### src/verilog/mem_stage_pkg.sv
// Shared types and constants; only the three CSRs below exist and RAM addresses wrap at 256 words.
package mem_stage_pkg;

    // Data words and byte addresses.
    typedef logic [31:0] word_t;
    // Instruction address, bit 0 is always zero and not stored.
    typedef logic [31:1] pc_t;
    // Raw instruction word.
    typedef logic [31:0] insn_t;
    // Trap cause code.
    typedef logic [3:0]  cause_t;
    // CSR number as found in insn[31:20].
    typedef logic [11:0] csr_addr_t;
    // One write enable per byte lane.
    typedef logic [3:0]  byte_en_t;
    // Access width, taken from funct3[1:0].
    typedef logic [1:0]  access_size_t;

    localparam access_size_t SIZE_BYTE = 2'd0;
    localparam access_size_t SIZE_HALF = 2'd1;
    localparam access_size_t SIZE_WORD = 2'd2;

    // Major opcodes, insn[6:2].
    localparam logic [4:0] OP_LOAD     = 5'b00000;
    localparam logic [4:0] OP_STORE    = 5'b01000;
    localparam logic [4:0] OP_MISC_MEM = 5'b00011;
    localparam logic [4:0] OP_SYSTEM   = 5'b11100;

    // CSR operation, funct3[1:0]; funct3[2] selects the immediate form.
    localparam logic [1:0] CSR_OP_RW = 2'b01;
    localparam logic [1:0] CSR_OP_RS = 2'b10;
    localparam logic [1:0] CSR_OP_RC = 2'b11;

    // Trap causes.
    localparam cause_t CAUSE_ILLEGAL_INSN   = 4'd2;
    localparam cause_t CAUSE_LOAD_MISALIGN  = 4'd4;
    localparam cause_t CAUSE_STORE_MISALIGN = 4'd6;

    // Implemented CSRs.
    localparam csr_addr_t CSR_MSCRATCH  = 12'h340;
    localparam csr_addr_t CSR_MTVEC     = 12'h305;
    localparam csr_addr_t CSR_MVENDORID = 12'hF11;

    // Data RAM geometry.
    localparam int RAM_ADDR_BITS = 8;
    localparam int RAM_WORDS     = 1 << RAM_ADDR_BITS;

endpackage

### src/verilog/mem_stage_if.sv


// CSR access bus.
interface csr_bus_if import mem_stage_pkg::*; ();

    csr_addr_t addr;
    logic      we;
    word_t     wdata;
    word_t     rdata;
    logic      exists;
    logic      rdonly;

    modport cpu (
        output addr, we, wdata,
        input  rdata, exists, rdonly
    );

    modport csr (
        input  addr, we, wdata,
        output rdata, exists, rdonly
    );

endinterface

### src/verilog/csr_file.sv
// Holds mscratch and mtvec (all 32 bits writable) and a zero mvendorid; other addresses are absent.
module csr_file import mem_stage_pkg::*; (
    input  logic   clk,
    input  logic   rst,
    csr_bus_if.csr csr
);

    word_t mscratch;
    word_t mtvec;

    // Address decode, purely combinational.
    always_comb begin
        csr.rdata  = '0;
        csr.exists = 1'b0;
        csr.rdonly = 1'b0;
        case (csr.addr)
            CSR_MSCRATCH: begin
                csr.rdata  = mscratch;
                csr.exists = 1'b1;
            end
            CSR_MTVEC: begin
                csr.rdata  = mtvec;
                csr.exists = 1'b1;
            end
            CSR_MVENDORID: begin
                // Non-commercial implementation.
                csr.exists = 1'b1;
                csr.rdonly = 1'b1;
            end
            default: begin
                csr.exists = 1'b0;
            end
        endcase
    end

    always_ff @(posedge clk) begin
        if (rst) begin
            mscratch <= '0;
            mtvec    <= '0;
        end else if (csr.we) begin
            case (csr.addr)
                CSR_MSCRATCH: mscratch <= csr.wdata;
                CSR_MTVEC:    mtvec    <= csr.wdata;
                default:      ;
            endcase
        end
    end

    // The stage must have turned bad writes into traps.
    legal_write: assert property (
        @(posedge clk) disable iff (rst) csr.we |-> csr.exists && !csr.rdonly
    ) else $error("write to absent or read-only CSR");

endmodule

### src/flat_wrapper.sv
// flat-port wrapper written by rule: the top's interface ports become plain ports
module csr_file_flat import mem_stage_pkg::*;
  (clk, rst, csr_addr, csr_we, csr_wdata, csr_rdata, csr_exists, csr_rdonly);
  csr_bus_if csr_i ();
  input  logic clk;
  input  logic rst;
  input wire logic [$bits(csr_i.addr)-1:0] csr_addr;
  input wire logic [$bits(csr_i.we)-1:0] csr_we;
  input wire logic [$bits(csr_i.wdata)-1:0] csr_wdata;
  output wire logic [$bits(csr_i.rdata)-1:0] csr_rdata;
  output wire logic [$bits(csr_i.exists)-1:0] csr_exists;
  output wire logic [$bits(csr_i.rdonly)-1:0] csr_rdonly;
  assign csr_i.addr = csr_addr;
  assign csr_i.we = csr_we;
  assign csr_i.wdata = csr_wdata;
  assign csr_rdata = csr_i.rdata;
  assign csr_exists = csr_i.exists;
  assign csr_rdonly = csr_i.rdonly;
  csr_file u_core (.clk(clk), .rst(rst), .csr(csr_i));
endmodule
### config.mk
export PLATFORM = sky130hd
export DESIGN_NAME = csr_file_flat
export DESIGN_NICKNAME = d
export VERILOG_FILES = /design/src/verilog/mem_stage_pkg.sv /design/src/verilog/mem_stage_if.sv /design/src/verilog/csr_file.sv /design/src/flat_wrapper.sv
export SDC_FILE = /design/constraint.sdc
export NUM_CORES = 1
export LEC_CHECK = 0
export ABC_AREA = 1
export BUFFER_PORTS_ARGS = -buffer_cell sky130_fd_sc_hd__buf_4
export CAP_MARGIN = 10
export CELL_PAD_IN_SITES_DETAIL_PLACEMENT = 1
export CELL_PAD_IN_SITES_GLOBAL_PLACEMENT = 1
export CORE_MARGIN = 4
export CORE_UTILIZATION = 34
export DETAILED_ROUTE_END_ITERATION = 10
export HOLD_SLACK_MARGIN = 0.15
export PLACE_DENSITY_LB_ADDON = 0.1
export SLEW_MARGIN = 20
export SYNTH_ARGS = -nofsm -noshare
export SYNTH_HDL_FRONTEND = slang
export SYNTH_SLANG_ARGS = --single-unit
### constraint.sdc
create_clock -name clk -period 1.2 [get_ports clk]
set_input_delay 0.18 -clock clk [delete_from_list [all_inputs] [get_ports clk]]
set_output_delay 0.18 -clock clk [all_outputs]
set_load 0.02 [all_outputs]
==> results of run 1 <==
-- logic make-up after synthesis --
kind of cell,after synthesis
AO/OA/AOI/OAI,32
AND/OR/NAND/NOR,289
buffers and inverters,206
flip-flops,64
-- flip-flops by register name, summed over array words and instances (netlist names) --
signal	count
u_core.mscratch	32
u_core.mtvec	32
-- stage by stage --
stage          instances  utilization  setup TNS [ns]  total power (uW)  worst slack, ns
2_1_floorplan        591            -        -0.00633              2370        -0.000317
3_3_place_gp         796        0.475          -14.54              2550           -0.259
3_5_place_dp         796        0.475          -18.36              2560           -0.311
4_1_cts              818        0.525           -6.68              4930           -0.224
5_1_grt              822        0.533           -9.63              5100           -0.286
6_report             822        0.533           -7.22              4920           -0.237
-- routing by layer --
layer / vias to the layer above / track usage / part of all wire
li1: 1955 / - / -
met1: 1837 / 0.225 / 0.43
met2: 67 / 0.348 / 0.51
met3: 27 / 0.0342 / 0.035
met4: 0 / 0.0761 / 0.027
met5: - / 0 / 0
-- synth_stat cells --
library cell,n
and2_2,1
buf_1,1
buf_2,13
buf_4,12
buf_6,9
clkbuf_8,3
dfxtp_1,64
inv_1,167
inv_2,1
nand2_1,135
nand2_2,6
nand3_1,1
nand3_2,1
nand3_4,1
nand4_1,65
nor2_1,71
nor2_2,6
nor2_4,2
o22ai_1,32
-- worst reg2reg max path, stage by stage, from the launching register on --
cell and delay [ns]:
dfxtp_1 0.31, inv_1 0.11, nand2_1 0.08, inv_1 0.06, nor2_1 0.05
-- power groups by stage --
stage | logic (uW) | clock network [uW] | registers [uW]
floorplan | 200 | 0 | 2170
global placement | 381 | 0 | 2170
detailed placement | 389 | 0 | 2170
CTS | 420 | 2390 | 2120
global route | 471 | 2510 | 2120
finish | 428 | 2370 | 2120
-- area by class of cell --
type	instances	area, sq um
clock buffer	11	141
sequential	64	1280
fill	1348	4910
multi-input combinational	321	2020
clock inverter	5	104
timing repair buffer	117	1250
tap	136	170
inverter	168	633
-- worst paths after layout --
| check | from | to | slack, ns |
|---|---|---|---|
| min reg2reg | u_core.mtvec[31]$_SDFFE_PP0P_ | u_core.mtvec[31]$_SDFFE_PP0P_ | 0.57 |
| max | csr_addr[2] | csr_rdata[1] | -0.24 |
| min | csr_wdata[8] | u_core.mtvec[8]$_SDFFE_PP0P_ | 0.16 |
| max reg2reg | u_core.mscratch[28]$_SDFFE_PP0P_ | u_core.mscratch[28]$_SDFFE_PP0P_ | 0.49 |
-- what timing repair did --
item,CTS,global route
pin swaps,2,6
setup buffers,5,3
cloned,1,1
endpoints found under the setup margin,34,56
resized for setup,57,9
==> flow_metrics.tcl, run 1 <==
set metrics [dict create \
    die_h_um 113 \
    syn2layout_area_growth_pct 50.1 \
    core-area_sq_um 10500 \
    die-area_sq_um 12700 \
    ios 81 \
    synthMuxAreaShare 0 \
    synth_area_leaders "dfxtp_1, inv_1, nand2_1" \
    finClkSkew_ns 0 \
    initial_core_util 0.355 \
    setup_viol 34 \
    switching_share 0.236 \
    clockBufferDepth 2 \
    fmax_mhz 696 \
    yosysWarningCount 0 \
    slew_violations 0 \
    clk_latency_ns 0.34 \
    yosys.area_share.simple 0.353 \
    worst-slew-pin-transition_ns 0.258 \
    p_sw_uw 1160 \
    pwr-share-clk 0.482 \
    viasPerCell 4.73 \
    path_common_cell "nor2_4" \
    h-tree-depth 3 \
    root_buffer "clkbuf_8" \
    slowest_stage "buf_12" \
    min_path_cells 5 \
    num_antenna_cells 0 \
    rsz0062_at_grt "yes" \
    placed_cell_area_sq_um 4990 \
    grt.total_usage 0.193 \
    setup_slack_ns -0.237 \
    syn_inst 591 \
    die_x_um 113 \
    synth_compound_area_frac 0.0537 \
    seq_power_share 0.431 \
    status "finished with violations" \
    grt_first_pass_wirelength_um 20100 \
    cp_top_family "simple AND/OR/NAND/NOR gates" \
    synth_nets 638 \
    p_comb_frac 0.087 \
    p_per_area_nw_per_um2 880 \
    hold_viol 0 \
    place_congestion 0.794 \
    ys_seq_area_frac 0.343 \
    antenna_found_initial 0 \
    crit_path_start_kind "input port" \
    synth_top_area_frac 0.343 \
    cts_tree "built" \
    violations "negative setup slack" \
    cp_cell_sequence "buf_8, nor2_4, nand2_2, nor2_4, nand2_8, buf_12, o22ai_4, buf_6" \
    cts.sinks 64 \
    vias 3886 \
    crit_type "input port to primary output" \
    dr.pass1.iters 4 \
    finalCritPeriodShare 1.20 \
    synth_cell_types 19 \
    wire_per_inst_um 14.9 \
    num_rows 37 \
    synth_area_leader_cell "dfxtp_1" \
    portBuffers 80 \
    numCtsBuffers 9 \
    remaining_drc_errors 0 \
    syn_avg_cell_area_sq_um 6.31 \
    worst_ep_required_time_ns 1.02 \
    cp-end-kind "primary output" \
    power.leakage_uw 0.00253 \
    slew_headroom 0.828 \
    synth_fa_ha_area_frac 0 \
    p_int_uw 3760 \
    synthXorXnorAreaFrac 0 \
    vdd_drop_max_v 0.000677 \
    grt_max_degree 35 \
    cp.depth 8 \
    ys_ff_latch 64 \
    dp.final_hpwl_um 8220 \
    clk_pin_slew_ns 0.08 \
    mostFrequentLayoutCells "inv_1, nand2_1, nor2_1, nand4_1, dfxtp_1" \
    cts_hold_buf 0 \
    drt-total-wl_um 12300 \
    dr.first_iter.drc_count 103 \
    grt_pass1_vias 4176 \
    cap_violations 0 \
    critPathMaxFanout 7 \
    whs_ns 0.164 \
    netlist_area_sq_um 3730 \
    detail-route-antenna-nets 0 \
    arrival_ns 1.26 \
    max_stage_delay_ns 0.17 \
    nets 728 \
    crit_buf_inv 3 \
    r2r_cells 4 \
    final_common_cell "inv_1" \
    synth_top_family_by_area "simple AND/OR/NAND/NOR gates" \
    stdcell_area_sq_um 5600 \
    period_minus_slack_ns 1.44 \
    hold_path_class "input port to register" \
    drive_gt1_frac 0.284 \
    grt_overflow_total 0 \
]
No activity file was read; power rests on OpenSTA's default activity.
==> inputs of run 2 (changes only) <==
--- a/config.mk
+++ b/config.mk
@@ -11,7 +11,8 @@
 export CELL_PAD_IN_SITES_DETAIL_PLACEMENT = 1
 export CELL_PAD_IN_SITES_GLOBAL_PLACEMENT = 1
 export CORE_MARGIN = 4
-export CORE_UTILIZATION = 34
+export CORE_UTILIZATION = 35
+export CTS_BUF_LIST = sky130_fd_sc_hd__clkbuf_8
 export DETAILED_ROUTE_END_ITERATION = 10
 export HOLD_SLACK_MARGIN = 0.15
 export PLACE_DENSITY_LB_ADDON = 0.1
==> run 2 against run 1 <==
Effect of this change: the run still ends with negative setup slack left; non-clock buffer count grew 12; sequential power barely moved; sequential share of layout area shrank 0.48 points; maximum frequency shrank 4.4%; combinational power increased by 9.3%; hold slack better by 0.00056 ns; cell count is 1.5% higher; critical path depth is 7 higher; global-route usage up 0.58 points; core utilization grew 1.9 points; largest cell class unchanged.
==> flow_metrics.tcl, run 2 (synthesized netlist as in run 1, its figures left out) <==
set metrics [dict create \
    status "finished with violations" \
    violations "negative setup slack" \
    numCtsBuffers 9 \
    grt.total_usage 0.199 \
    clockBufferDepth 2 \
    rsz0062_at_grt "yes" \
    grt_max_degree 33 \
    detail-route-antenna-nets 0 \
    portBuffers 80 \
    vias 4020 \
    grt_pass1_vias 4221 \
    hold_viol 0 \
    switching_share 0.254 \
    finClkSkew_ns 0 \
    ios 81 \
    grt_first_pass_wirelength_um 20200 \
    pwr-share-clk 0.405 \
    syn2layout_area_growth_pct 53.3 \
    die_x_um 111 \
    p_per_area_nw_per_um2 761 \
    cap_violations 0 \
    die-area_sq_um 12400 \
    setup_slack_ns -0.304 \
    num_rows 37 \
    die_h_um 111 \
    finalCritPeriodShare 1.25 \
    dp.final_hpwl_um 8540 \
    p_sw_uw 1110 \
    crit_type "input port to register" \
    slew_violations 0 \
    fill_cells 1308 \
    cts.sinks 64 \
    drive_gt1_frac 0.297 \
    final_common_cell "inv_1" \
    critPathMaxFanout 6 \
    h-tree-depth 3 \
    whs_ns 0.164 \
    path_common_cell "buf_6" \
    root_buffer "clkbuf_8" \
    dr.pass1.iters 4 \
    num_antenna_cells 0 \
    slew_headroom 0.830 \
    cp_top_family "buffers and inverters" \
    power.leakage_uw 0.00262 \
    arrival_ns 1.75 \
    slowest_stage "nor2_4" \
    antenna_found_initial 0 \
    cp_cell_sequence "buf_8, nor2_4, buf_4, buf_6, buf_6, buf_6, buf_6, buf_6, nand2_4, nor2_4, buf_12, buf_12, nand4_1, nand2_1, nor2_1" \
    clk_pin_slew_ns 0.07 \
    worst_ep_required_time_ns 1.45 \
    crit_buf_inv 9 \
    fmax_mhz 665 \
    cts_tree "built" \
    p_int_uw 3240 \
    crit_path_start_kind "input port" \
    seq_power_share 0.488 \
    stdcell_count 834 \
    period_minus_slack_ns 1.50 \
    initial_core_util 0.360 \
    dr.first_iter.drc_count 111 \
    nets 740 \
    setup_viol 98 \
    place_congestion 0.782 \
    placed_cells 803 \
    max_stage_delay_ns 0.15 \
    wire_per_inst_um 15.5 \
    cts_hold_buf 0 \
    worst-slew-pin-transition_ns 0.254 \
    grt_overflow_total 0 \
    vdd_drop_max_v 0.000412 \
    cp-end-kind "register" \
    hold_path_class "input port to register" \
    reg_top3 "u_core.mscratch x32, u_core.mtvec x32" \
    p_comb_frac 0.108 \
    drt-total-wl_um 12900 \
    clk_latency_ns 0.34 \
    viasPerCell 4.82 \
    core-area_sq_um 10400 \
    remaining_drc_errors 0 \
    mostFrequentLayoutCells "inv_1, nand2_1, nor2_1, nand4_1, dfxtp_1" \
]
## run 2: cell types whose count changed in the layout (fill, tap and decap cells not counted), moves of 2 or more
cell | before | now
buf_12 | 14 | 16
buf_6 | 38 | 46
bufinv_16 | 3 | 0
clkbuf_16 | 1 | 3
clkbuf_8 | 10 | 12
inv_1 | 163 | 166
nand2_1 | 131 | 129
nand2_4 | 0 | 3
nor2_2 | 7 | 2
nor2_4 | 6 | 10
o22ai_2 | 0 | 2
## run 2: cell type report
class / count / area, sq um / area share
repair buffers: 129 / 1410 / 0.246
multi-input cells: 321 / 2040 / 0.357
well taps: 136 / 170 / 0.0298
flip-flops and latches: 64 / 1280 / 0.224
clock buffers: 12 / 165 / 0.0289
inverters: 168 / 631 / 0.110
clock inverters: 4 / 20.0 / 0.00350
## run 2: worst reg2reg max path, stage by stage, from the launching register on
cell and delay (ns):
dfxtp_1 0.31, inv_1 0.09, nand2_1 0.10, inv_1 0.05, nor2_1 0.16
## run 2: final timing paths
kind / start / end / slack (ns) / cells past startpoint
worst max-delay path: csr_addr[5] / u_core.mtvec[9]$_SDFFE_PP0P_ / -0.30 / 15
worst min-delay path: csr_wdata[10] / u_core.mtvec[10]$_SDFFE_PP0P_ / 0.16 / 5
worst max register to register: u_core.mtvec[1]$_SDFFE_PP0P_ / u_core.mtvec[1]$_SDFFE_PP0P_ / 0.41 / 4
worst min register to register: u_core.mscratch[9]$_SDFFE_PP0P_ / u_core.mscratch[9]$_SDFFE_PP0P_ / 0.57 / 4
## run 2: metrics by stage
step                 util  total power (uW)  instance area, sq um  setup TNS, ns  setup WS (ns)
finish              0.552              4350                  5720         -18.28         -0.304
floorplan               -              2370                  4180       -0.00633      -0.000317
CTS                 0.534              4390                  5540         -13.96         -0.236
detailed placement  0.488              2570                  5060         -19.89         -0.312
global route        0.552              4560                  5720         -25.56         -0.385
global placement    0.488              2560                  5060         -16.12         -0.266
## run 2: what timing repair did
| action | in CTS | in global routing |
|---|---|---|
| setup buffers | 10 | 7 |
| gates cloned | 0 | 3 |
| pin swaps | 3 | 6 |
| setup endpoints to repair | 34 | 98 |
| resized for setup | 62 | 16 |
## run 2: routing by layer
layer	track usage	wire [um]	up-vias
met1	0.220	5200	1907
met2	0.372	6810	94
met5	0	0	-
li1	-	-	1984
met3	0.0355	498	35
met4	0.0770	386	0
## run 2: power groups by stage
stage | Sequential, uW | Combinational [uW] | Clock (uW)
final | 2120 | 468 | 1760
after global routing | 2120 | 510 | 1930
after CTS | 2120 | 446 | 1820
after detailed placement | 2170 | 397 | 0
after global placement | 2170 | 388 | 0
after floorplan | 2170 | 200 | 0
==> inputs of run 3 (changes only) <==
--- a/config.mk
+++ b/config.mk
@@ -16,6 +16,7 @@
 export DETAILED_ROUTE_END_ITERATION = 10
 export HOLD_SLACK_MARGIN = 0.15
 export PLACE_DENSITY_LB_ADDON = 0.1
+export SKIP_LAST_GASP = 1
 export SLEW_MARGIN = 20
 export SYNTH_ARGS = -nofsm -noshare
 export SYNTH_HDL_FRONTEND = slang
==> run 3 against run 2 <==
Effect of this change: the run still ends with negative setup slack left; sequential cell count did not move; sequential share of layout area up 0.11 points; maximum frequency is 1.4% higher; sequential power about the same; core utilization decreased by 0.28 points; cell count is 0.60% higher; clock skew is the same; combinational power hardly changed; highest routed layer unchanged; hold slack improved by 0.0038 ns; wire length fell by 0.71%; count of clock-buffer cells in the layout is the same; setup slack gained 0.021 ns.
==> flow_metrics.tcl, run 3 (synthesized netlist as in run 1, its figures left out) <==
set metrics [dict create \
    status "finished with violations" \
    violations "negative setup slack" \
    cap_violations 0 \
    remaining_drc_errors 0 \
    ios 81 \
    grt_overflow_total 0 \
    slew_headroom 0.820 \
    antenna_found_initial 0 \
    r2r_slack_ns 0.47 \
    p_per_area_nw_per_um2 764 \
    final_common_cell "inv_1" \
    vdd_drop_max_v 0.000425 \
    clk_pin_slew_ns 0.07 \
    crit_buf_inv 3 \
    die-area_sq_um 12400 \
    num_rows 37 \
    hold_path_class "input port to register" \
    reg_top3 "u_core.mscratch x32, u_core.mtvec x32" \
    num_antenna_cells 0 \
    whs_ns 0.168 \
    drive_gt1_frac 0.302 \
    path_common_cell "nor2_4" \
    viasPerCell 4.74 \
    power_uw 4350 \
    grt_pass1_vias 4222 \
    dp.final_hpwl_um 8540 \
    slew_violations 0 \
    crit_path_start_kind "input port" \
    setup_slack_ns -0.283 \
    die_h_um 111 \
    period_minus_slack_ns 1.48 \
    worst-slew-pin-transition_ns 0.269 \
    worst_ep_required_time_ns 1.02 \
    cts_hold_buf 0 \
    cts_tree "built" \
    dr.first_iter.drc_count 102 \
    numCtsBuffers 9 \
    drt-total-wl_um 12800 \
    detail-route-antenna-nets 0 \
    finClkSkew_ns 0 \
    critPathMaxFanout 9 \
    grt.total_usage 0.197 \
    cp_top_family "simple AND/OR/NAND/NOR gates" \
    max_stage_delay_ns 0.18 \
    crit_type "input port to primary output" \
    cp-end-kind "primary output" \
    grt_max_degree 33 \
    h-tree-depth 3 \
    core-area_sq_um 10400 \
    hold_viol 0 \
    nets 745 \
    finalCritPeriodShare 1.24 \
    cts.sinks 64 \
    clockBufferDepth 2 \
    rsz0062_at_grt "yes" \
    mostFrequentLayoutCells "inv_1, nand2_1, buf_4, nor2_1, nand4_1" \
    wire_per_inst_um 15.3 \
    finalSetupTns_ns -18.80 \
    power.leakage_uw 0.00262 \
    portBuffers 80 \
    dr.pass1.iters 4 \
    cp_cell_sequence "buf_6, nor2_4, nand2_2, nor2_4, nand2_4, buf_12, o22ai_2, buf_4" \
    arrival_ns 1.30 \
    setup_viol 97 \
    die_x_um 111 \
    syn2layout_area_growth_pct 52.5 \
    fmax_mhz 674 \
    place_congestion 0.782 \
    slowest_stage "buf_12" \
    clk_latency_ns 0.35 \
    root_buffer "clkbuf_8" \
    grt_first_pass_wirelength_um 20000 \
    vias 3977 \
    initial_core_util 0.360 \
]
-- run 3: area by class of cell --
type / instances / area (sq um)
inverter: 168 / 633
clock buffer: 12 / 165
timing repair buffer: 134 / 1390
sequential: 64 / 1280
multi-input combinational: 321 / 2030
tap: 136 / 170
fill: 1317 / 4680
clock inverter: 4 / 20.0
-- run 3: metrics by stage --
step | cell area (sq um) | setup slack (ns) | util | cells
after global placement | 5060 | -0.266 | 0.488 | 803
after floorplan | 4180 | -0.000317 | - | 591
final | 5690 | -0.283 | 0.549 | 839
after CTS | 5460 | -0.245 | 0.526 | 829
after detailed placement | 5060 | -0.312 | 0.488 | 803
after global routing | 5690 | -0.315 | 0.549 | 839
-- run 3: power breakdown --
group / internal, uW / switching (uW) / total [uW] / leakage, uW
clock: 902 / 857 / 1760 / 0.000101
combinational: 220 / 246 / 466 / 0.00200
sequential: 2120 / 0.117 / 2120 / 0.000515
total: 3240 / 1100 / 4350 / 0.00262
-- run 3: worst register-to-register path: cells and delay by family, from the launching register on --
kind	cells	cell delay, ns
flip-flops	1	0.31
buffers and inverters	2	0.20
AND/OR/NAND/NOR	2	0.13
-- run 3: worst paths after layout --
check	cells after the start	to	from
max	8	csr_rdata[31]	csr_addr[4]
min	5	u_core.mtvec[10]$_SDFFE_PP0P_	csr_wdata[10]
max reg2reg	4	u_core.mtvec[3]$_SDFFE_PP0P_	u_core.mtvec[3]$_SDFFE_PP0P_
min reg2reg	4	u_core.mtvec[31]$_SDFFE_PP0P_	u_core.mtvec[31]$_SDFFE_PP0P_
-- run 3: layer usage --
metal  wire (um)  vias to the layer above  share of wire  track usage
met3         449                       18          0.035       0.0366
met2        6890                       78           0.54        0.365
met5           0                        -              0            0
met4         245                        0          0.019       0.0843
met1        5220                     1888           0.41        0.217
li1            -                     1993              -            -
-- run 3: what timing repair did --
action / in CTS / in global routing
pin swaps: 2 / 10
resized for setup: 39 / 23
hold endpoints to repair: 0 / 0
setup endpoints to repair: 34 / 98
buffers inserted: 10 / 12
gates cloned: 0 / 3
