$ cat src/verilog/mem_stage_pkg.sv
// Shared types and constants; only the three CSRs below exist and RAM addresses wrap at 256 words.
package mem_stage_pkg;

    // Data words and byte addresses.
    typedef logic [31:0] word_t;
    // Instruction address, bit 0 is always zero and not stored.
    typedef logic [31:1] pc_t;
    // Raw instruction word.
    typedef logic [31:0] insn_t;
    // Trap cause code.
    typedef logic [3:0]  cause_t;
    // CSR number as found in insn[31:20].
    typedef logic [11:0] csr_addr_t;
    // One write enable per byte lane.
    typedef logic [3:0]  byte_en_t;
    // Access width, taken from funct3[1:0].
    typedef logic [1:0]  access_size_t;

    localparam access_size_t SIZE_BYTE = 2'd0;
    localparam access_size_t SIZE_HALF = 2'd1;
    localparam access_size_t SIZE_WORD = 2'd2;

    // Major opcodes, insn[6:2].
    localparam logic [4:0] OP_LOAD     = 5'b00000;
    localparam logic [4:0] OP_STORE    = 5'b01000;
    localparam logic [4:0] OP_MISC_MEM = 5'b00011;
    localparam logic [4:0] OP_SYSTEM   = 5'b11100;

    // CSR operation, funct3[1:0]; funct3[2] selects the immediate form.
    localparam logic [1:0] CSR_OP_RW = 2'b01;
    localparam logic [1:0] CSR_OP_RS = 2'b10;
    localparam logic [1:0] CSR_OP_RC = 2'b11;

    // Trap causes.
    localparam cause_t CAUSE_ILLEGAL_INSN   = 4'd2;
    localparam cause_t CAUSE_LOAD_MISALIGN  = 4'd4;
    localparam cause_t CAUSE_STORE_MISALIGN = 4'd6;

    // Implemented CSRs.
    localparam csr_addr_t CSR_MSCRATCH  = 12'h340;
    localparam csr_addr_t CSR_MTVEC     = 12'h305;
    localparam csr_addr_t CSR_MVENDORID = 12'hF11;

    // Data RAM geometry.
    localparam int RAM_ADDR_BITS = 8;
    localparam int RAM_WORDS     = 1 << RAM_ADDR_BITS;

endpackage

$ cat src/verilog/mem_stage_if.sv
// Data and CSR buses; a data request stays stable until ready, CSR responses are combinational.

// Word-wide data bus with byte write enables.
interface data_bus_if import mem_stage_pkg::*; ();

    // Word index, i.e. the byte address shifted right by two.
    word_t    addr;
    logic     re;
    byte_en_t we;
    word_t    wdata;
    word_t    rdata;
    // Access complete; write commits and read data is valid.
    logic     ready;

    modport cpu (
        output addr, re, we, wdata,
        input  rdata, ready
    );

    modport mem (
        input  addr, re, we, wdata,
        output rdata, ready
    );

endinterface

// CSR access bus.
interface csr_bus_if import mem_stage_pkg::*; ();

    csr_addr_t addr;
    logic      we;
    word_t     wdata;
    word_t     rdata;
    logic      exists;
    logic      rdonly;

    modport cpu (
        output addr, we, wdata,
        input  rdata, exists, rdonly
    );

    modport csr (
        input  addr, we, wdata,
        output rdata, exists, rdonly
    );

endinterface

$ cat src/verilog/mem_access_unit.sv
// Byte-lane formatter; caller must hold the request until done, size 3 is reported as misaligned.
module mem_access_unit import mem_stage_pkg::*; (
    input  logic         clk,
    input  logic         rst,
    input  logic         req_read,
    input  logic         req_write,
    // Sign-extend load data.
    input  logic         req_signed,
    input  access_size_t req_size,
    // Byte address.
    input  word_t        req_addr,
    input  word_t        req_wdata,
    output logic         misaligned,
    output logic         done,
    output word_t        load_data,
    data_bus_if.cpu      bus
);

    logic     align_err;
    byte_en_t lane_mask;
    word_t    lane_data;
    word_t    shifted;

    // Alignment check and lane mask.
    always_comb begin
        case (req_size)
            SIZE_BYTE: begin
                align_err = 1'b0;
                lane_mask = 4'b0001 << req_addr[1:0];
                lane_data = {4{req_wdata[7:0]}};
            end
            SIZE_HALF: begin
                align_err = req_addr[0];
                lane_mask = req_addr[1] ? 4'b1100 : 4'b0011;
                lane_data = {2{req_wdata[15:0]}};
            end
            SIZE_WORD: begin
                align_err = req_addr[1:0] != 2'b00;
                lane_mask = 4'b1111;
                lane_data = req_wdata;
            end
            default: begin
                align_err = 1'b1;
                lane_mask = 4'b0000;
                lane_data = req_wdata;
            end
        endcase
    end

    assign misaligned = (req_read || req_write) && align_err;

    // Misaligned requests never reach the bus.
    assign bus.addr  = {2'b00, req_addr[31:2]};
    assign bus.re    = req_read && !align_err;
    assign bus.we    = (req_write && !align_err) ? lane_mask : 4'b0000;
    assign bus.wdata = lane_data;

    assign done = bus.ready;

    // Move the addressed lane down to bit 0.
    assign shifted = bus.rdata >> {req_addr[1:0], 3'b000};

    always_comb begin
        case (req_size)
            SIZE_BYTE: load_data = {{24{req_signed && shifted[7]}}, shifted[7:0]};
            SIZE_HALF: load_data = {{16{req_signed && shifted[15]}}, shifted[15:0]};
            default:   load_data = bus.rdata;
        endcase
    end

    // The RAM may sample the request in any wait cycle, so it must not move.
    request_stable: assert property (
        @(posedge clk) disable iff (rst)
        (bus.re || bus.we != 4'b0000) && !bus.ready
        |=> $stable(bus.addr) && $stable(bus.re) && $stable(bus.we) && $stable(bus.wdata)
    ) else $error("data bus request changed before ready");

endmodule

$ cat src/verilog/mem_stage.sv
// Writeback always accepts, and a cleared item with an issued access still completes it.
module mem_stage import mem_stage_pkg::*; (
    input  logic    clk,
    input  logic    rst,
    input  logic    clear,
    input  logic    in_valid,
    output logic    in_ready,
    input  pc_t     in_pc,
    input  insn_t   in_insn,
    input  logic    in_use_rd,
    // Address, ALU result or CSR source.
    input  word_t   in_rs1_val,
    // Store data.
    input  word_t   in_rs2_val,
    input  logic    in_trap,
    input  cause_t  in_cause,
    output logic    out_valid,
    output pc_t     out_pc,
    output insn_t   out_insn,
    output logic    out_use_rd,
    output word_t   out_rd_val,
    output logic    out_trap,
    output cause_t  out_cause,
    output logic    fence_aq,
    output logic    fence_rl,
    data_bus_if.cpu dbus,
    csr_bus_if.cpu  csr
);

    // Stage register.
    logic   r_valid;
    logic   r_kill;
    pc_t    r_pc;
    insn_t  r_insn;
    logic   r_use_rd;
    word_t  r_rs1_val;
    word_t  r_rs2_val;
    logic   r_trap;
    cause_t r_cause;

    logic       [4:0] opcode;
    logic       [2:0] funct3;
    logic             is_load;
    logic             is_store;
    logic             is_fence;
    logic             is_csr;
    logic             mem_op;
    logic             misaligned;
    logic             mem_done;
    logic             mem_wait;
    word_t            load_data;
    logic             retire;
    logic             emit;
    word_t            csr_mask;
    logic             csr_write_req;
    logic             csr_err;
    logic             trap_sel;

    assign opcode   = r_insn[6:2];
    assign funct3   = r_insn[14:12];
    assign is_load  = opcode == OP_LOAD;
    assign is_store = opcode == OP_STORE;
    assign is_fence = opcode == OP_MISC_MEM && funct3 == 3'b000;
    assign is_csr   = opcode == OP_SYSTEM && funct3[1:0] != 2'b00;

    // Request comes straight from the register, so it holds until ready.
    assign mem_op = r_valid && !r_trap && (is_load || is_store);

    mem_access_unit mem_access_unit_inst (
        .clk        (clk),
        .rst        (rst),
        .req_read   (mem_op && is_load),
        .req_write  (mem_op && is_store),
        .req_signed (!funct3[2]),
        .req_size   (funct3[1:0]),
        .req_addr   (r_rs1_val),
        .req_wdata  (r_rs2_val),
        .misaligned (misaligned),
        .done       (mem_done),
        .load_data  (load_data),
        .bus        (dbus)
    );

    assign mem_wait = mem_op && !misaligned && !mem_done;
    assign retire   = r_valid && !mem_wait;
    assign emit     = retire && !r_kill && !clear;
    assign in_ready = !clear && (!r_valid || retire);

    always_ff @(posedge clk) begin
        if (rst) begin
            r_valid <= 1'b0;
            r_kill  <= 1'b0;
        end else if (clear) begin
            // An access in flight runs to completion without output.
            if (mem_wait) begin
                r_kill <= 1'b1;
            end else begin
                r_valid <= 1'b0;
                r_kill  <= 1'b0;
            end
        end else if (in_ready) begin
            r_valid <= in_valid;
            r_kill  <= 1'b0;
        end
    end

    always_ff @(posedge clk) begin
        if (in_valid && in_ready) begin
            r_pc      <= in_pc;
            r_insn    <= in_insn;
            r_use_rd  <= in_use_rd;
            r_rs1_val <= in_rs1_val;
            r_rs2_val <= in_rs2_val;
            r_trap    <= in_trap;
            r_cause   <= in_cause;
        end
    end

    // CSR source is the rs1 value or the 5-bit immediate.
    assign csr.addr = r_insn[31:20];
    assign csr_mask = funct3[2] ? word_t'(r_insn[19:15]) : r_rs1_val;

    always_comb begin
        case (funct3[1:0])
            CSR_OP_RW: csr.wdata = csr_mask;
            CSR_OP_RS: csr.wdata = csr.rdata | csr_mask;
            CSR_OP_RC: csr.wdata = csr.rdata & ~csr_mask;
            default:   csr.wdata = csr.rdata;
        endcase
    end

    assign csr_write_req = is_csr && (funct3[1:0] == CSR_OP_RW || r_insn[19:15] != 5'd0);
    assign csr_err       = is_csr && (!csr.exists || (csr_write_req && csr.rdonly));

    // Traps from earlier stages take priority.
    assign trap_sel = r_trap || misaligned || csr_err;

    always_comb begin
        if (r_trap) begin
            out_cause = r_cause;
        end else if (misaligned) begin
            out_cause = is_store ? CAUSE_STORE_MISALIGN : CAUSE_LOAD_MISALIGN;
        end else begin
            out_cause = CAUSE_ILLEGAL_INSN;
        end
    end

    assign csr.we = emit && !trap_sel && csr_write_req;

    assign out_valid  = emit && !trap_sel;
    assign out_trap   = emit && trap_sel;
    assign out_pc     = r_pc;
    assign out_insn   = r_insn;
    assign out_use_rd = r_use_rd;

    always_comb begin
        if (is_csr) begin
            out_rd_val = csr.rdata;
        end else if (is_load) begin
            out_rd_val = load_data;
        end else begin
            out_rd_val = r_rs1_val;
        end
    end

    // One fence pulse per retiring FENCE.
    assign fence_aq = out_valid && is_fence && r_insn[27:24] != 4'd0;
    assign fence_rl = out_valid && is_fence && r_insn[23:20] != 4'd0;

    // A retired item is not presented again unless a new one was accepted.
    one_output_per_item: assert property (
        @(posedge clk) disable iff (rst)
        (out_valid || out_trap) && !(in_valid && in_ready) |=> !out_valid && !out_trap
    ) else $error("held item presented twice");

endmodule

$ cat src/flat_wrapper.sv
// flat-port wrapper written by rule: the top's interface ports become plain ports
module mem_stage_flat import mem_stage_pkg::*;
  (clk, rst, clear, in_valid, in_ready, in_pc, in_insn, in_use_rd, in_rs1_val, in_rs2_val, in_trap, in_cause, out_valid, out_pc, out_insn, out_use_rd, out_rd_val, out_trap, out_cause, fence_aq, fence_rl, dbus_addr, dbus_re, dbus_we, dbus_wdata, dbus_rdata, dbus_ready, csr_addr, csr_we, csr_wdata, csr_rdata, csr_exists, csr_rdonly);
  data_bus_if dbus_i ();
  csr_bus_if csr_i ();
  input  logic clk;
  input  logic rst;
  input  logic clear;
  input  logic in_valid;
  output logic in_ready;
  input  pc_t in_pc;
  input  insn_t in_insn;
  input  logic in_use_rd;
  input  word_t in_rs1_val;
  input  word_t in_rs2_val;
  input  logic in_trap;
  input  cause_t in_cause;
  output logic out_valid;
  output pc_t out_pc;
  output insn_t out_insn;
  output logic out_use_rd;
  output word_t out_rd_val;
  output logic out_trap;
  output cause_t out_cause;
  output logic fence_aq;
  output logic fence_rl;
  output wire logic [$bits(dbus_i.addr)-1:0] dbus_addr;
  output wire logic [$bits(dbus_i.re)-1:0] dbus_re;
  output wire logic [$bits(dbus_i.we)-1:0] dbus_we;
  output wire logic [$bits(dbus_i.wdata)-1:0] dbus_wdata;
  input wire logic [$bits(dbus_i.rdata)-1:0] dbus_rdata;
  input wire logic [$bits(dbus_i.ready)-1:0] dbus_ready;
  output wire logic [$bits(csr_i.addr)-1:0] csr_addr;
  output wire logic [$bits(csr_i.we)-1:0] csr_we;
  output wire logic [$bits(csr_i.wdata)-1:0] csr_wdata;
  input wire logic [$bits(csr_i.rdata)-1:0] csr_rdata;
  input wire logic [$bits(csr_i.exists)-1:0] csr_exists;
  input wire logic [$bits(csr_i.rdonly)-1:0] csr_rdonly;
  assign dbus_addr = dbus_i.addr;
  assign dbus_re = dbus_i.re;
  assign dbus_we = dbus_i.we;
  assign dbus_wdata = dbus_i.wdata;
  assign dbus_i.rdata = dbus_rdata;
  assign dbus_i.ready = dbus_ready;
  assign csr_addr = csr_i.addr;
  assign csr_we = csr_i.we;
  assign csr_wdata = csr_i.wdata;
  assign csr_i.rdata = csr_rdata;
  assign csr_i.exists = csr_exists;
  assign csr_i.rdonly = csr_rdonly;
  mem_stage u_core (.clk(clk), .rst(rst), .clear(clear), .in_valid(in_valid), .in_ready(in_ready), .in_pc(in_pc), .in_insn(in_insn), .in_use_rd(in_use_rd), .in_rs1_val(in_rs1_val), .in_rs2_val(in_rs2_val), .in_trap(in_trap), .in_cause(in_cause), .out_valid(out_valid), .out_pc(out_pc), .out_insn(out_insn), .out_use_rd(out_use_rd), .out_rd_val(out_rd_val), .out_trap(out_trap), .out_cause(out_cause), .fence_aq(fence_aq), .fence_rl(fence_rl), .dbus(dbus_i), .csr(csr_i));
endmodule
$ cat config.mk
export PLATFORM = sky130hd
export DESIGN_NAME = mem_stage_flat
export DESIGN_NICKNAME = d
export VERILOG_FILES = /design/src/verilog/mem_stage_pkg.sv /design/src/verilog/mem_stage_if.sv /design/src/verilog/mem_access_unit.sv /design/src/verilog/mem_stage.sv /design/src/flat_wrapper.sv
export SDC_FILE = /design/constraint.sdc
export NUM_CORES = 1
export LEC_CHECK = 0
export ABC_AREA = 1
export BUFFER_PORTS_ARGS = -buffer_cell sky130_fd_sc_hd__clkbuf_2
export CORE_AREA = 2 2 165 167
export CTS_CLUSTER_SIZE = 28
export DETAILED_ROUTE_END_ITERATION = 8
export DIE_AREA = 0 0 167 169
export GPL_ROUTABILITY_DRIVEN = 0
export PLACE_DENSITY = 0.6
export SYNTH_ARGS = -nofsm -noshare
export SYNTH_HDL_FRONTEND = slang
export SYNTH_HIERARCHICAL = 1
export SYNTH_SLANG_ARGS = --single-unit
export TNS_END_PERCENT = 30
$ cat constraint.sdc
create_clock -name clk -period 22.6 [get_ports clk]
set_clock_uncertainty 0.15 [all_clocks]
set_input_delay 1.13 -clock clk [delete_from_list [all_inputs] [get_ports clk]]
set_output_delay 1.13 -clock clk [all_outputs]
set_load 0.03 [all_outputs]
==> metrics.csv, run 1 <==
metric;value;unit
number of buffers added by the clock tree synthesis step;17;
layout overhead on the synthesized area;33.0;%
Clk pwr share;0.376;
maximum clock frequency;211;MHz
residual overflow from global routing;0;
sort of element at the end of the critical path;flip-flop;
clock tree from TritonCTS;done;
pin count of the biggest net entering global routing;66;
post-layout power;0.769;mW
wire length on met3;2530;um
clk buf depth;2;
share of total power in combinational logic;0.227;
count of warnings emitted by yosys;6;
static leakage;4.79;nW
setup TNS after final layout;0;ns
average via count per standard cell;4.77;
number of core rows;60;
number of top-level design ports;423;
number of resized instances in the post-cts repair step;0;
antenna diode count;0;
Setup crit start kind;flip-flop;
average cell area after synthesis;9.35;um^2
path type of the worst setup path;flip-flop to flip-flop;
final-report setup violation count;0;
residual DRC count;0;
WP data arrival;4.63;ns
Sw Share;0.356;
clock root cell;clkbuf_16;
commonest non-fill, non-tap cell in the layout;clkbuf_2;
Initial Util;0.284;
overall routing resource usage;0.189;
clock transition time at the flip-flop clock pins of the worst setup and hold paths;0.07;ns
Chip Height;169;um
initial antenna violation count;1;
share of final-layout standard cells stronger than drive strength 1;0.425;
count of unique library cells instantiated by Yosys;37;
count of input and output buffers;420;
required time of the critical path;22.49;ns
final period demand of the worst path;4.74;ns
largest fanout on the critical path;65;
met1 layer wirelength in the final routing;10100;um
final wirelength;27800;um
WL per Instance;18.5;um
net switching component of the power;0.274;mW
run status;finished, final reports clean;
share of total power in sequential cells;0.397;
number of global-route vias before repair;6873;
HPWL after detailed placement;22000;um
violation count after the first detailed-routing iteration;654;
detailed-routed wire length on met2;14600;um
hold buffer count at cts;0;
die width;167;um
nets@finish;1355;
final period utilization;0.210;
setup repair after global routing missed its margin;false;
number of filler instances in the final layout;2758;
power per cell area;76.8;nW/um^2
portion of the post-synthesis area used by sequential elements;0.536;
final max-slew violation count;0;
class of the worst hold path;flip-flop to flip-flop;
CTS Sinks;135;
top routing layer used;met5;
Max-slew headroom;0.290;
maximum VDD drop;0.0413;mV
wire length of the first global-routing pass;40500;um
worst-skew pair later-pin latency;0.43;ns
slew of the pin with the lowest slew margin;1.06;ns
netlist area before placement;7530;um^2
count of mapped cells out of synthesis;806;
top library cells by usage in the layout, fill and taps aside;clkbuf_2 (420), nand2_1 (253), edfxtp_1 (133), nor2_1 (59), nand3_1 (44);
number of synthesized register bits;135;
number of levels in the clock H-tree;4;
placeable core region;26500;um^2
Post-CTS Setup Inserts;0;
die area;28200;um^2
count of vias placed by the detailed router;7184;
DRT Pass-1 Iters;5;
remaining antenna violation count after routing;0;
Internal Power;0.495;mW
Hold Fails Final Rpt;0;
max_cap viols;0;
==> flip-flops by register name, summed over array words and instances, names as in the netlist <==
name	count
u_core/out_insn	32
u_core/out_pc	31
u_core/out_use_rd	1
u_core/r_cause	4
u_core/r_kill	1
u_core/r_rs1_val	32
u_core/r_rs2_val	32
u_core/r_trap	1
u_core/r_valid	1
==> layout make-up <==
class                   instances  area, um^2  area share
clock buffers                  17         425      0.0425
repair buffers                425        2140       0.214
inverters                      35         144      0.0144
well taps                     341         427      0.0426
flip-flops and latches        135        4030       0.403
multi-input cells             537        2640       0.264
clock inverters                15         204      0.0204
==> synth_stat cells <==
cell type	n	area (um^2)
nand2_1	253	950
edfxtp_1	133	3990
nor2_1	60	225
buf_4	59	443
nand3_1	44	220
nand4_1	34	213
o21ai_0	34	170
a31oi_1	32	200
o211ai_1	29	218
inv_1	24	90.1
clkbuf_1	16	60.1
buf_6	13	146
nand3_2	11	110
buf_2	10	50.1
a21oi_1	8	40.0
inv_2	7	26.3
nor3_1	4	20.0
a32o_1	3	30.0
nand2_2	3	18.8
nand2_4	3	33.8
nor2_2	3	18.8
nor2_4	3	33.8
nor2_8	3	60.1
clkinv_1	2	7.51
dfxtp_1	2	40.0
nor4_1	2	12.5
buf_1	1	3.75
buf_12	1	20.0
conb_1	1	3.75
inv_6	1	8.76
inv_8	1	11.3
nand3_4	1	17.5
nor3b_1	1	7.51
o21ai_1	1	5.00
o21ai_2	1	8.76
o41ai_1	1	8.76
or2_1	1	6.26
==> final timing paths <==
| kind | start | endpoint | slack [ns] | depth (start not counted) |
|---|---|---|---|---|
| max | u_core/out_insn[5] | u_core/r_rs2_val[28] | 17.86 | 10 |
| min | u_core/r_kill | u_core/r_kill | 0.39 | 2 |
| max reg2reg | u_core/out_insn[5] | u_core/r_rs2_val[28] | 17.86 | 10 |
| min reg2reg | u_core/r_kill | u_core/r_kill | 0.39 | 2 |
==> stage by stage <==
step            util  instances  setup slack, ns  area, um^2  hold WS, ns
2_1_floorplan      -        807            14.60        7540        0.347
3_3_place_gp   0.354       1473            18.02        9390        0.363
3_5_place_dp   0.354       1473            17.89        9390        0.374
4_1_cts        0.378       1505            17.88       10000        0.384
5_1_grt        0.378       1505            17.48       10000        0.433
6_report       0.378       1505            17.86       10000        0.385
==> cells by family (layout without fill, tap and decap cells) <==
family / Yosys count / after routing / share of synthesized area
flip-flops: 135 / 135 / 0.536
other: 1 / 2 / 0.000498
AND/OR/NAND/NOR: 426 / 426 / 0.258
AO/OA/AOI/OAI: 109 / 109 / 0.0904
buffers and inverters: 135 / 492 / 0.115
==> metal layers <==
metal | global-route usage | up-vias
met3 | 0.0533 | 29
met5 | 0 | -
met2 | 0.349 | 359
met4 | 0.0570 | 2
met1 | 0.211 | 3333
li1 | - | 3461
==> worst max-delay path, cell delays in order, from the launching register on <==
cell and delay (ns):
edfxtp_1 0.37, clkinv_1 0.80, nor2_1 0.43, nor2_1 0.08, nor2_1 0.15, nor2_1 0.08
nand2_1 0.11, inv_1 0.09, nor2_4 0.63, buf_4 0.59, buf_4 0.76
==> power groups by stage <==
stage	registers [mW]	logic (mW)	clock network [mW]
6_report	0.305	0.175	0.289
5_1_grt	0.307	0.188	0.307
4_1_cts	0.305	0.176	0.298
3_5_place_dp	0.311	0.176	0
3_3_place_gp	0.310	0.174	0
2_1_floorplan	0.324	0.108	0
(Power assumes the default switching activity.)
==> run 2: changes to the inputs <==
Settings changed: PLACE_DENSITY 0.6 to 0.62.
Clock period 22.6 ns to 4.1 ns, I/O delays scaled along.
==> run 2 against run 1 <==
Clock power increased to 5.6 times the previous value. Count of clock-buffer cells in the layout increased by 1. Final area increased by 14%. Via count increased by 7.9%. Core utilization increased by 5.4 points. Critical path depth decreased by 3. Power increased to 5.7 times the previous value. Combinational power increased to 6.1 times the previous value. Critical endpoint is now csr_wdata[9]. Hold slack got worse by 0.085 ns. Sequential cell count unchanged.
==> metrics.csv, run 2 (synthesized netlist as in run 1, its figures left out) <==
metric;value;unit;change
Max-slew headroom;0.487;;+0.197
maximum VDD drop;0.249;mV;+500%
number of buffers added by the clock tree synthesis step;17;;unchanged
CTS Sinks;135;;unchanged
sum of buffers and inverters on the critical path;4;;unchanged
DRT Pass-1 Iters;7;;+2
overall routing resource usage;0.202;;+0.0134
nets@finish;1495;;+10%
cell with the largest stage delay on the worst path;edfxtp_1;;
count of input and output buffers;420;;unchanged
Hold Fails Final Rpt;0;;unchanged
remaining antenna violation count after routing;0;;unchanged
dominant cell type by count on the critical path;inv_2;;
residual DRC count;0;;unchanged
path type of the worst setup path;flip-flop to output pin;;
wire length of the first global-routing pass;44100;um;+8.8%
clock tree from TritonCTS;done;;
setup TNS after final layout;0;ns;unchanged
final-report setup violation count;0;;unchanged
Cell Chain, Critical Path;buf_4 -> inv_2 -> nor2_1 -> or2_1 -> inv_2 -> o21ai_0 -> clkbuf_2;;
layout overhead on the synthesized area;51.9;%;
die area;28200;um^2;unchanged
final max-slew violation count;0;;unchanged
top library cells by usage in the layout, fill and taps aside;clkbuf_2 (420), nand2_1 (252), dlygate4sd3_1 (137), edfxtp_1 (133), nor2_1 (57);;
final period utilization;0.877;;
setup repair after global routing missed its margin;false;;
HPWL after detailed placement;21500;um;-2.5%
number of resized instances in the post-cts repair step;0;;unchanged
share of final-layout standard cells stronger than drive strength 1;0.384;;-0.0411
violation count after the first detailed-routing iteration;554;;-15%
initial antenna violation count;5;;+4
sort of element at the end of the critical path;output pin;;
Initial Util;0.284;;unchanged
maximum clock frequency;278;MHz;
clk buf depth;2;;unchanged
clock root cell;clkbuf_16;;
Worst Hold Slack;0.300;ns;-0.0850 ns
max_cap viols;0;;unchanged
final period demand of the worst path;3.60;ns;
count of vias placed by the detailed router;7748;;+7.9%
Setup crit start kind;flip-flop;;
kind of cell with the highest combined delay on the critical path;buffers and inverters;;
largest fanout on the critical path;35;;-46%
WP data arrival;3.24;ns;-1.39 ns
pin count of the biggest net entering global routing;72;;+9.1%
placeable core region;26500;um^2;unchanged
worst-skew pair later-pin latency;0.42;ns;about the same
clock transition time at the flip-flop clock pins of the worst setup and hold paths;0.07;ns;about the same
number of core rows;60;;unchanged
number of top-level design ports;423;;unchanged
average via count per standard cell;4.70;;-1.6%
slew of the pin with the lowest slew margin;0.769;ns;-0.294 ns
power per cell area;384;nW/um^2;+400%
class of the worst hold path;primary input to flip-flop;;
commonest non-fill, non-tap cell in the layout;clkbuf_2;;
critical path's largest stage delay;0.83;ns;+0.03 ns
Chip Height;169;um;unchanged
number of global-route vias before repair;7699;;+12%
number of levels in the clock H-tree;4;;unchanged
residual overflow from global routing;0;;unchanged
run status;finished, final reports clean;;
static leakage;5.38;nW;+12%
die width;167;um;unchanged
required time of the critical path;3.74;ns;-18.75 ns
final wirelength;29300;um;+5.2%
WL per Instance;17.7;um;-4.0%
## run 2: worst reg2reg max path, delay by kind of cell (launching register included)
family	cells	cell delay [ns]
buf+inv	3	0.82
simple gates	5	0.62
compound gates	1	0.33
flops	1	0.83
## run 2: worst paths after layout
kind | startpoint | endpoint | slack (ns) | cells after the start
max | u_core/out_insn[13] | csr_wdata[9] | 0.50 | 7
min | in_valid | u_core/r_rs1_val[1] | 0.30 | 4
max reg2reg | u_core/out_insn[13] | u_core/r_rs1_val[14] | 0.96 | 9
min reg2reg | u_core/r_kill | u_core/r_kill | 0.96 | 3
## run 2: layout make-up
type / instances / area, um^2
fill: 2606 / 15100
tap: 341 / 427
antenna: 5 / 12.5
multi-input combinational: 537 / 2660
sequential: 135 / 4030
clock inverter: 14 / 183
clock buffer: 18 / 429
timing repair buffer: 565 / 3560
inverter: 35 / 145
## run 2: power breakdown
group	total, mW	internal (mW)	switching [mW]	leakage (nW)
Sequential	1.69	1.62	0.0677	1.26
Combinational	1.07	0.360	0.712	3.83
Clock	1.63	0.931	0.700	0.295
Total	4.39	2.91	1.48	5.38
## run 2: per-stage QoR
| stage | power [mW] | setup WS (ns) | util | area, um^2 | cells |
|---|---|---|---|---|---|
| global placement | 2.68 | 0.990 | 0.357 | 9450 | 1476 |
| CTS | 4.44 | 0.488 | 0.431 | 11400 | 1645 |
| finish | 4.39 | 0.503 | 0.432 | 11400 | 1650 |
| detailed placement | 2.68 | 0.930 | 0.357 | 9450 | 1476 |
| floorplan | 2.38 | 0.0205 | - | 7560 | 807 |
| global route | 4.57 | 0.177 | 0.432 | 11400 | 1650 |
## run 2: what timing repair did
item | CTS | global route
setup buffers | 0 | 0
endpoints found under the hold margin | 135 | 0
hold buffers | 137 | 0
## run 2: per-layer routing
metal	wire [um]	share of wire	global-route usage
met1	11100	0.38	0.228
met4	699	0.024	0.0667
met5	0	0	0
met2	15300	0.52	0.374
met3	2250	0.077	0.0500
==> run 3: changes to the inputs <==
Settings changed: CELL_PAD_IN_SITES_DETAIL_PLACEMENT set to 1, CELL_PAD_IN_SITES_GLOBAL_PLACEMENT set to 2, CORE_AREA 2 2 165 167 to unset, CORE_UTILIZATION set to 22, DIE_AREA 0 0 167 169 to unset, PLACE_DENSITY 0.62 to 0.8.
==> run 3 against run 2 <==
Final area up 1.7%. Critical path depth unchanged. Combinational power grew 4%. Global-route usage decreased by 0.41 points. Largest cell class unchanged. Highest routed layer unchanged.
==> metrics.csv, run 3 (synthesized netlist as in run 1, its figures left out) <==
metric;value;unit;change
power per cell area;391;nW/um^2;+1.8%
top library cells by usage in the layout, fill and taps aside;clkbuf_2 (420), nand2_1 (252), dlygate4sd3_1 (137), edfxtp_1 (133), nor2_1 (57);;
clock tree from TritonCTS;done;;
DRT Pass-1 Iters;4;;-3
met1 track demand over resource;0.223;;-0.00527
met3 track demand over resource in global routing;0.0477;;-0.00238
overall routing resource usage;0.198;;-0.00410
final period demand of the worst path;3.23;ns;-0.366 ns
run status;finished, final reports clean;;
remaining antenna violation count after routing;0;;unchanged
initial antenna violation count;5;;unchanged
path type of the worst setup path;flip-flop to output pin;;
average via count per standard cell;4.51;;-4.1%
number of global-route vias before repair;8398;;+9.1%
setup repair after global routing missed its margin;false;;
Max-slew headroom;0.562;;+0.0747
commonest non-fill, non-tap cell in the layout;clkbuf_2;;
Chip Height;187;um;+11%
final period utilization;0.788;;-0.0893
Post-CTS Setup Inserts;0;;unchanged
number of core rows;67;;+12%
residual overflow from global routing;0;;unchanged
nets@finish;1501;;+0.40%
count of vias placed by the detailed router;7943;;+2.5%
Setup crit start kind;flip-flop;;
number of filler instances in the final layout;3978;;+53%
layout overhead on the synthesized area;54.5;%;
placeable core region;33600;um^2;+27%
final wirelength;35100;um;+20%
count of input and output buffers;420;;unchanged
Initial Util;0.224;;-0.0602
max_cap viols;0;;unchanged
global routing's busiest layer;met2;;
clock transition time at the flip-flop clock pins of the worst setup and hold paths;0.07;ns;about the same
sort of element at the end of the critical path;output pin;;
clk buf depth;2;;unchanged
Util after Layout;0.346;;-0.0856
share of final-layout standard cells stronger than drive strength 1;0.387;;+0.00282
HPWL after detailed placement;26000;um;+21%
violation count after the first detailed-routing iteration;333;;-40%
die area;35000;um^2;+24%
Post-Place Cell Area;9610;um^2;+1.8%
maximum clock frequency;310;MHz;+11%
number of top-level design ports;423;;unchanged
pin count of the biggest net entering global routing;65;;-9.7%
WP data arrival;2.88;ns;-0.36 ns
CTS Sinks;135;;unchanged
number of levels in the clock H-tree;4;;unchanged
largest fanout on the critical path;16;;-54%
class of the worst hold path;primary input to flip-flop;;
die width;187;um;+12%
wire length of the first global-routing pass;52000;um;+18%
worst-skew pair later-pin latency;0.42;ns;about the same
Hold Fails Final Rpt;0;;unchanged
WL per Instance;19.9;um;+12%
final std cell area, no fill;11600;um^2;+1.7%
setup TNS after final layout;0;ns;unchanged
number of resized instances in the post-cts repair step;0;;unchanged
maximum VDD drop;0.335;mV;+34%
slew of the pin with the lowest slew margin;0.657;ns;-0.112 ns
final max-slew violation count;0;;unchanged
final-report setup violation count;0;;unchanged
static leakage;5.43;nW;+0.78%
residual DRC count;0;;unchanged
required time of the critical path;3.74;ns;about the same
number of buffers added by the clock tree synthesis step;17;;unchanged
met2 usage;0.358;;-0.0155
clock root cell;clkbuf_16;;
## run 3: cell count changes in the layout (fill, tap and decap cells not counted), sizes merged
cell / delta
buf: +6
clkinvlp: -1
inv: -2
bufinv: +2
clkinv: +1
## run 3: path summary, 6_finish.rpt
kind                                          start                  end  slack (ns)  cells past startpoint
worst max-delay path            u_core/out_insn[12]       out_rd_val[31]        0.87                      7
worst min-delay path                       in_valid  u_core/r_rs1_val[0]        0.33                      4
worst max register to register  u_core/out_insn[13]    u_core/out_pc[11]        1.19                      9
worst min register to register        u_core/r_kill        u_core/r_kill        1.00                      3
## run 3: final cells by class
class	instances	area (um^2)	area share
Sequential cell	135	4030	0.347
Timing Repair Buffer	571	3590	0.309
Multi-Input combinational cell	537	2660	0.228
Tap cell	448	561	0.0482
Clock buffer	18	429	0.0369
Clock inverter	14	211	0.0182
Inverter	35	145	0.0125
Antenna cell	5	12.5	0.00108
## run 3: critical path, stage by stage, from the launching register on
cell and delay (ns):
edfxtp_1 0.69, inv_1 0.27, nor2_8 0.35, nand3_4 0.25, nand3_1 0.16, nand4_1 0.21, a31oi_1 0.27, clkbuf_2 0.24
## run 3: repair_timing
| action | 4_1_cts | 5_1_grt |
|---|---|---|
| hold buffers | 137 | 0 |
| hold endpoints to repair | 135 | 0 |
| setup endpoints to repair | 0 | 0 |
## run 3: layer usage
metal | vias to the layer above | part of all wire
met3 | 47 | 0.061
met1 | 3800 | 0.40
met2 | 351 | 0.51
met4 | 0 | 0.031
li1 | 3745 | -
met5 | - | 0
## run 3: where the power goes
| group | internal, mW | leakage [nW] | switching, mW | total, mW |
|---|---|---|---|---|
| Clock | 1.04 | 0.310 | 0.703 | 1.74 |
| Combinational | 0.363 | 3.85 | 0.751 | 1.11 |
| Sequential | 1.62 | 1.26 | 0.0693 | 1.69 |
| Total | 3.03 | 5.43 | 1.52 | 4.55 |
## run 3: per-stage QoR
stage          power (mW)  hold slack (ns)  instances  setup WS (ns)
2_1_floorplan        2.38            0.124        807         0.0205
3_3_place_gp         2.72            0.231       1589           1.19
3_5_place_dp         2.73            0.234       1589           1.16
4_1_cts              4.60            0.313       1758          0.826
5_1_grt              4.72            0.323       1763          0.715
6_report             4.55            0.328       1763          0.870
